--- config.mk ---
export PLATFORM = sky130hd
export DESIGN_NAME = apb_iob_top
export DESIGN_NICKNAME = d
export VERILOG_FILES = /design/src/rtl/apb_iob_pkg.sv /design/src/rtl/apb_iob_bridge.sv /design/src/rtl/apb_iob_top.sv /design/src/rtl/iob_reg_bank.sv
export SDC_FILE = /design/constraint.sdc
export NUM_CORES = 1
export LEC_CHECK = 0
export BUFFER_PORTS_ARGS = -buffer_cell sky130_fd_sc_hd__buf_2
export CORE_MARGIN = 2
export CORE_UTILIZATION = 45
export DETAILED_ROUTE_END_ITERATION = 8
export GPL_TIMING_DRIVEN = 0
export PLACE_DENSITY = 0.69
export SKIP_CTS_REPAIR_TIMING = 1
export SLEW_MARGIN = 20
export SYNTH_ARGS = -nofsm -noshare
export SYNTH_HDL_FRONTEND = slang
export SYNTH_SLANG_ARGS = --single-unit
export TNS_END_PERCENT = 50
--- constraint.sdc ---
create_clock -name clk_i -period 6.5 [get_ports clk_i]
set_input_delay 1.3 -clock clk_i [delete_from_list [all_inputs] [get_ports clk_i]]
set_output_delay 1.3 -clock clk_i [all_outputs]
set_load 0.01 [all_outputs]
--- src/rtl/apb_iob_pkg.sv ---
// Shared widths, bus structs and bridge states for the APB to IOb bridge
// Byte addressed buses with one 32-bit word per register, no error signalling
package apb_iob_pkg;

   localparam int DATA_W    = 32;
   localparam int WSTRB_W   = DATA_W / 8;
   localparam int ADDR_W    = 8;
   localparam int NUM_REGS  = 16;
   localparam int REG_IDX_W = $clog2(NUM_REGS);

   // Bridge sequence, one APB access at a time
   typedef enum logic [1:0] {
      WAIT_ENABLE    = 2'd0,
      WAIT_READY     = 2'd1,
      RVALID         = 2'd2,
      WAIT_APB_READY = 2'd3
   } bridge_state_e;

   //**************************************************************************
   // Bus structs
   //**************************************************************************

   typedef struct packed {
      logic               sel;
      logic               enable;
      logic               write;
      logic [ADDR_W-1:0]  addr;
      logic [DATA_W-1:0]  wdata;
      logic [WSTRB_W-1:0] wstrb;
   } apb_req_t;

   typedef struct packed {
      logic              ready;
      logic [DATA_W-1:0] rdata;
   } apb_rsp_t;

   // An all zero wstrb marks a read
   typedef struct packed {
      logic               valid;
      logic [ADDR_W-1:0]  addr;
      logic [DATA_W-1:0]  wdata;
      logic [WSTRB_W-1:0] wstrb;
      logic               rready;
   } iob_req_t;

   typedef struct packed {
      logic              ready;
      logic              rvalid;
      logic [DATA_W-1:0] rdata;
   } iob_rsp_t;

endpackage

--- src/rtl/apb_iob_bridge.sv ---
// APB subordinate to IOb manager. Handles one access at a time, no PSLVERR
// Ready from the IOb side is ignored in the first access cycle
module apb_iob_bridge (
   input  logic                  clk_i,
   input  logic                  rst_n_i,
   input  apb_iob_pkg::apb_req_t apb_req_i,
   output apb_iob_pkg::apb_rsp_t apb_rsp_o,
   output apb_iob_pkg::iob_req_t iob_req_o,
   input  apb_iob_pkg::iob_rsp_t iob_rsp_i
);

   apb_iob_pkg::bridge_state_e     state_q;
   apb_iob_pkg::bridge_state_e     state_d;
   logic                           iob_valid;
   logic                           iob_rready;
   logic                           apb_ready_d;
   logic                           apb_ready_q;
   logic [apb_iob_pkg::DATA_W-1:0] apb_rdata_q;

   //**************************************************************************
   // Bus outputs
   //**************************************************************************

   always_comb begin
      iob_req_o.valid  = iob_valid;
      iob_req_o.addr   = apb_req_i.addr;
      iob_req_o.wdata  = apb_req_i.wdata;
      // Reads go out with no strobes so the subordinate can tell them apart
      iob_req_o.wstrb  = apb_req_i.write ? apb_req_i.wstrb : '0;
      iob_req_o.rready = iob_rready;
   end

   always_comb begin
      apb_rsp_o.ready = apb_ready_q;
      apb_rsp_o.rdata = apb_rdata_q;
   end

   //**************************************************************************
   // Sequencer
   //**************************************************************************

   always_comb begin
      state_d     = state_q;
      iob_valid   = 1'b0;
      iob_rready  = 1'b0;
      apb_ready_d = 1'b0;

      case (state_q)
         apb_iob_pkg::WAIT_ENABLE: begin
            if (apb_req_i.sel && apb_req_i.enable) begin
               iob_valid = 1'b1;
               state_d   = apb_iob_pkg::WAIT_READY;
            end
         end
         apb_iob_pkg::WAIT_READY: begin
            iob_valid = 1'b1;
            if (iob_rsp_i.ready) begin
               if (apb_req_i.write) begin
                  // A write is done once the subordinate accepts it
                  apb_ready_d = 1'b1;
                  state_d     = apb_iob_pkg::WAIT_APB_READY;
               end else begin
                  state_d = apb_iob_pkg::RVALID;
               end
            end
         end
         apb_iob_pkg::RVALID: begin
            iob_rready = 1'b1;
            if (iob_rsp_i.rvalid) begin
               apb_ready_d = 1'b1;
               state_d     = apb_iob_pkg::WAIT_APB_READY;
            end
         end
         default: begin
            // One idle cycle lets the master drop enable before we look again
            state_d = apb_iob_pkg::WAIT_ENABLE;
         end
      endcase
   end

   always_ff @(posedge clk_i or negedge rst_n_i) begin
      if (!rst_n_i) begin
         state_q     <= apb_iob_pkg::WAIT_ENABLE;
         apb_ready_q <= 1'b0;
         apb_rdata_q <= '0;
      end else begin
         state_q     <= state_d;
         apb_ready_q <= apb_ready_d;
         if (iob_rready && iob_rsp_i.rvalid) begin
            apb_rdata_q <= iob_rsp_i.rdata;
         end
      end
   end

   //**************************************************************************
   // Assertions
   //**************************************************************************

   a_valid_held: assert property (
      @(posedge clk_i) disable iff (!rst_n_i)
      (state_q == apb_iob_pkg::WAIT_READY && !iob_rsp_i.ready) |=> iob_req_o.valid
   ) else $error("IOb valid dropped before the request was accepted");

   a_pready_pulse: assert property (
      @(posedge clk_i) disable iff (!rst_n_i)
      apb_rsp_o.ready |=> !apb_rsp_o.ready
   ) else $error("PREADY high for more than one cycle");

endmodule

--- src/rtl/apb_iob_top.sv ---
// APB bridge in front of the IOb register bank
// The APB side sees a fixed latency of 2 cycles for writes and 3 for reads
module apb_iob_top (
   input  logic                  clk_i,
   input  logic                  rst_n_i,
   input  apb_iob_pkg::apb_req_t apb_req_i,
   output apb_iob_pkg::apb_rsp_t apb_rsp_o
);

   //**************************************************************************
   // Internal IOb bus
   //**************************************************************************

   apb_iob_pkg::iob_req_t iob_req;
   apb_iob_pkg::iob_rsp_t iob_rsp;

   //**************************************************************************
   // Bridge and bank
   //**************************************************************************

   apb_iob_bridge u_bridge (
      .clk_i     (clk_i),
      .rst_n_i   (rst_n_i),
      .apb_req_i (apb_req_i),
      .apb_rsp_o (apb_rsp_o),
      .iob_req_o (iob_req),
      .iob_rsp_i (iob_rsp)
   );

   // The bank answers with one wait state and holds read data until rready
   iob_reg_bank u_bank (
      .clk_i     (clk_i),
      .rst_n_i   (rst_n_i),
      .iob_req_i (iob_req),
      .iob_rsp_o (iob_rsp)
   );

endmodule

--- src/rtl/iob_reg_bank.sv ---
// IOb register bank with sixteen byte-writable words at byte address 0x00 to 0x3f
// Accesses above that are dropped on write and read back as zero
module iob_reg_bank (
   input  logic                  clk_i,
   input  logic                  rst_n_i,
   input  apb_iob_pkg::iob_req_t iob_req_i,
   output apb_iob_pkg::iob_rsp_t iob_rsp_o
);

   logic [apb_iob_pkg::DATA_W-1:0]    regs_q [apb_iob_pkg::NUM_REGS];
   logic [apb_iob_pkg::DATA_W-1:0]    rdata_q;
   logic                              ready_q;
   logic                              rvalid_q;
   logic                              accept;
   logic                              is_write;
   logic                              in_range;
   logic [apb_iob_pkg::REG_IDX_W-1:0] idx;

   // Word index sits right above the byte offset, the upper bits must be zero
   assign idx      = iob_req_i.addr[apb_iob_pkg::REG_IDX_W+1:2];
   assign in_range = (iob_req_i.addr[apb_iob_pkg::ADDR_W-1:apb_iob_pkg::REG_IDX_W+2] == '0);
   assign accept   = iob_req_i.valid && ready_q;
   assign is_write = |iob_req_i.wstrb;

   assign iob_rsp_o = '{ready: ready_q, rvalid: rvalid_q, rdata: rdata_q};

   //**************************************************************************
   // Handshake
   //**************************************************************************

   always_ff @(posedge clk_i or negedge rst_n_i) begin
      if (!rst_n_i) begin
         ready_q  <= 1'b0;
         rvalid_q <= 1'b0;
      end else begin
         // Single wait state, and no new request while a read answer is held
         ready_q <= iob_req_i.valid && !ready_q && !rvalid_q;
         if (accept && !is_write) begin
            rvalid_q <= 1'b1;
         end else if (iob_req_i.rready) begin
            rvalid_q <= 1'b0;
         end
      end
   end

   //**************************************************************************
   // Storage
   //**************************************************************************

   always_ff @(posedge clk_i or negedge rst_n_i) begin
      if (!rst_n_i) begin
         for (int i = 0; i < apb_iob_pkg::NUM_REGS; i++) begin
            regs_q[i] <= '0;
         end
      end else if (accept && in_range) begin
         for (int b = 0; b < apb_iob_pkg::WSTRB_W; b++) begin
            if (iob_req_i.wstrb[b]) begin
               regs_q[idx][8*b +: 8] <= iob_req_i.wdata[8*b +: 8];
            end
         end
      end
   end

   always_ff @(posedge clk_i) begin
      if (accept && !is_write) begin
         rdata_q <= in_range ? regs_q[idx] : '0;
      end
   end

   //**************************************************************************
   // Assertions
   //**************************************************************************

   a_no_ready_while_rvalid: assert property (
      @(posedge clk_i) disable iff (!rst_n_i)
      rvalid_q |-> !ready_q
   ) else $error("Bank ready raised while a read response is pending");

   a_rdata_held: assert property (
      @(posedge clk_i) disable iff (!rst_n_i)
      (rvalid_q && !iob_req_i.rready) |=> $stable(rdata_q)
   ) else $error("Read data changed under back-pressure");

endmodule

==> run summary <==
The run finished with clean final reports. The switching fraction of total power came out at 26.0%. STA classifies the critical path startpoint as an input port. The H-tree was split into 2 levels.

The logs give 39.8% for the fraction of power consumed by the clock network and 1742 for the synthesized netlist net count. The synthesized design spends more area on one cell type than any other, namely dfrtp_1. Ranked by total cell area, the synthesized netlist is headed by dfrtp_1 52%, mux2_2 26%, mux4_2 5.4%. The Yosys warning count was 0; the number of input and output port buffers inserted was 77.

Entering global routing, the biggest net connects 107 pins. Static timing analysis puts the maximum clock frequency at 310 MHz. Global routing consumed, over all layers together, 23.5% of the routing resources. The number of buffers created by CTS is 59. The floorplan die height is 247 um, and the number of cells produced by synthesis is 1689. Global routing finished with a remaining overflow of 0. The run gives 13.0% as the logic gate share of total power. The via density per instance is 5.88, and the global-route wire length before repair is 105000 um. The sink count of the clock tree came out at 581.

The root buffer selected by CTS is clkbuf_16. Final hold analysis gives a worst-case slack of 0.476 ns. Most common library cell in the layout ignoring fill and taps: mux2_2. The leakage power of the design is 15.1 nW. The die covers 61000 um2. The signed area change from the synthesized netlist to the final layout was 12.8%.

The area occupied by registers was 14700 um2. Counting distinct cell types in the post-synthesis netlist gives 37. Of all nets on the critical path, the largest fanout is 10.

The total area inside the core boundary comes to 58700 um2. For the pin with the worst max-slew slack, the measured transition is 1.17 ns. The logs give 0 for the DRC violation count after routing and 26600 um2 for the synthesized cell area. The horizontal die dimension came out at 247 um. Cell internal power was estimated by the tool at 0.00617 W. The category of the critical setup timing path is input port to flip-flop. The fraction of layout instances using a drive strength above 1 works out to 53.1%. The logs give 3 for the maximum number of buffers from clock root to sink and 0 for the max-capacitance violation count. The tools report the power dissipated by switching net loads as 0.00217 W. The routed via count was 15600; the total setup violations reported at the end of the flow was 0. TritonCTS built the clock tree. In this run the count of I/O pins placed on the die edge is 82. Dividing the detail-routed wire length by the instance count gives 26.2 um.

The portion of the clock cycle consumed by the worst path in the final layout was 49.6%; the via count of the first global-routing pass was 16500. For this design the ratio of total power to cell area is 278 nW/um2. The tools report the initial core utilization as 45.3%. The run gives 69700 um as the final wirelength.

Sequential cells account for 47.2% of the total power. The share of Yosys cell area claimed by the top area cell type works out to 51.7%. Synthesis inferred 581 register bits. For the number of antenna-violating nets in the routed design, the log shows 0.

In the final timing run, aggregate negative setup slack is 0 ns. The DRC marker count from the first detailed-route iteration is 1142. Leaving out fill and tap cells, the most frequent cells in the layout are 610 x mux2_2, 549 x dfrtp_1, 125 x buf_2, 70 x clkbuf_1. The tools report the required time reported for the critical path endpoint as 6.86 ns. The path type of the worst min-delay path was flip-flop to flip-flop. Counting the fill cells in the layout gives 4841. The proportion of synthesized chip area in sequential cells came out at 55.3%. The kind of end point of the critical path is a flip-flop. The net count of the finished layout is 1886. The worst pin sits at a relative slew slack of 21.9%.

For the final number of hold-violating endpoints, the log shows 0. Summing internal, switching and leakage power gives 0.00834 W. The tools report the worst setup skew after layout as 0.0133 ns. The run gives 0.185 mV as the largest voltage drop on the vdd net. The final critical path time including I/O delays and setup is 3.23 ns, and the number of antenna violations at the first check in global routing is 1. Each instance of the synthesized netlist takes up on average 15.7 um2. After clock tree synthesis, the clock-pin slew on the worst setup and hold paths is 0.06 ns. Routability-driven placement finished with a final weighted congestion of 0.857.

The floorplan has 89 rows. The run gives 3.58 ns as the data arrival at the endpoint of the critical path. The number of pins exceeding their max-slew limit in the final report is 0. Setup repair after global routing left no endpoint under its margin. The detailed placement HPWL was 45200 um; the count of TritonRoute iterations in the first routing pass was 5. The clock latency on the worst-skew pair is 0.62 ns. The multi-input combinational cells in the finished layout cover a total of 11200 um2.
## sequential cells by signal (all words and copies together), names as in the netlist
name	flops
u_bank.regs_q	512
u_bank.rdata_q	32
u_bank.rvalid_q	1
u_bridge.apb_rdata_q	32
u_bank.ready_q	1
u_bridge.apb_ready_q	1
u_bridge.state_q	2
## layer usage
metal	vias up	wire length, um	GRT usage [%]	part of all wire, %
met5	-	0	0	0
met4	0	2400	8.22	3.5
met3	127	3540	4.20	5.1
met2	378	33500	38.1	48
met1	8368	30300	31.8	43
li1	6748	-	-	-
## critical path, stage by stage
cell	delay [ns]
buf_2	0.12
buf_4	0.18
nor4b_2	0.62
clkbuf_1	0.83
a22oi_1	0.30
o31ai_1	0.23
## cells in the mapped netlist (all sizes together)
master / n
mux2: 610
dfrtp: 549
buf: 82
mux2i: 64
mux4: 64
nand4: 64
clkbuf: 48
o22ai: 33
a22o: 32
a22oi: 32
edfxtp: 32
o31ai: 32
and4bb: 6
nor4b: 5
nor4bb: 5
and4b: 4
ha: 4
inv: 4
nand2: 4
nor2: 3
a211oi: 1
a21boi: 1
a222oi: 1
a31o: 1
and3: 1
and4: 1
nand2b: 1
nand3: 1
nor2b: 1
nor4: 1
o41a: 1
or3: 1
## worst paths after layout
kind | from | end | slack, ns | depth (start not counted)
max | apb_req_i[41] | u_bank.rdata_q[1] | 3.27 | 6
min | u_bank.rdata_q[24] | u_bridge.apb_rdata_q[24] | 0.48 | 1
max reg2reg | u_bank.ready_q | u_bank.rdata_q[7] | 3.81 | 5
min reg2reg | u_bank.rdata_q[24] | u_bridge.apb_rdata_q[24] | 0.48 | 1
max in group asynchronous | rst_n_i | u_bank.regs_q[321] | 4.49 | 3
min in group asynchronous | rst_n_i | u_bank.regs_q[434] | 0.70 | 1
## power groups by stage
| stage | registers [W] | logic [W] | clock network (W) |
|---|---|---|---|
| finish | 0.00394 | 0.00109 | 0.00332 |
| global route | 0.00396 | 0.00117 | 0.00355 |
| floorplan | 0.00404 | 0.000608 | 0 |
| global placement | 0.00400 | 0.00105 | 0 |
| detailed placement | 0.00400 | 0.00109 | 0 |
| CTS | 0.00394 | 0.00110 | 0.00339 |
## logic make-up (layout without fill, tap and decap cells)
logic type               Yosys count  in the layout  synth area share [%]
AO/OA/AOI/OAI                    134            134                  3.81
adder cells (fa/ha/maj)            4              4                 0.188
buffers and inverters            134            326                  2.65
flip-flops                       581            581                  55.3
multiplexers                     738            738                  33.7
other                              0              1                     0
AND/OR/NAND/NOR                   98             98                  4.37
## cell type report
cell class,count,share of cell area [%]
diodes,1,0.00835
plain buffers,130,2.31
clock buffers,95,5.82
clock inverters,14,0.430
inverters,4,0.0501
multi-input cells,974,37.3
flip-flops and latches,581,49.0
well taps,773,3.23
repair buffers,83,1.84
## stage by stage
step / util (%) / instances / area (um2) / setup WS, ns
3_3_place_gp: 47.6 / 2539 / 27900 / -6.66
3_5_place_dp: 47.9 / 2545 / 28100 / 2.67
5_1_grt: 51.1 / 2655 / 30000 / 3.25
2_1_floorplan: - / 1689 / 26600 / 2.93
6_report: 51.1 / 2655 / 30000 / 3.27
4_1_cts: 51.1 / 2654 / 30000 / 3.32
No activity file was read; power rests on OpenSTA's default activity.
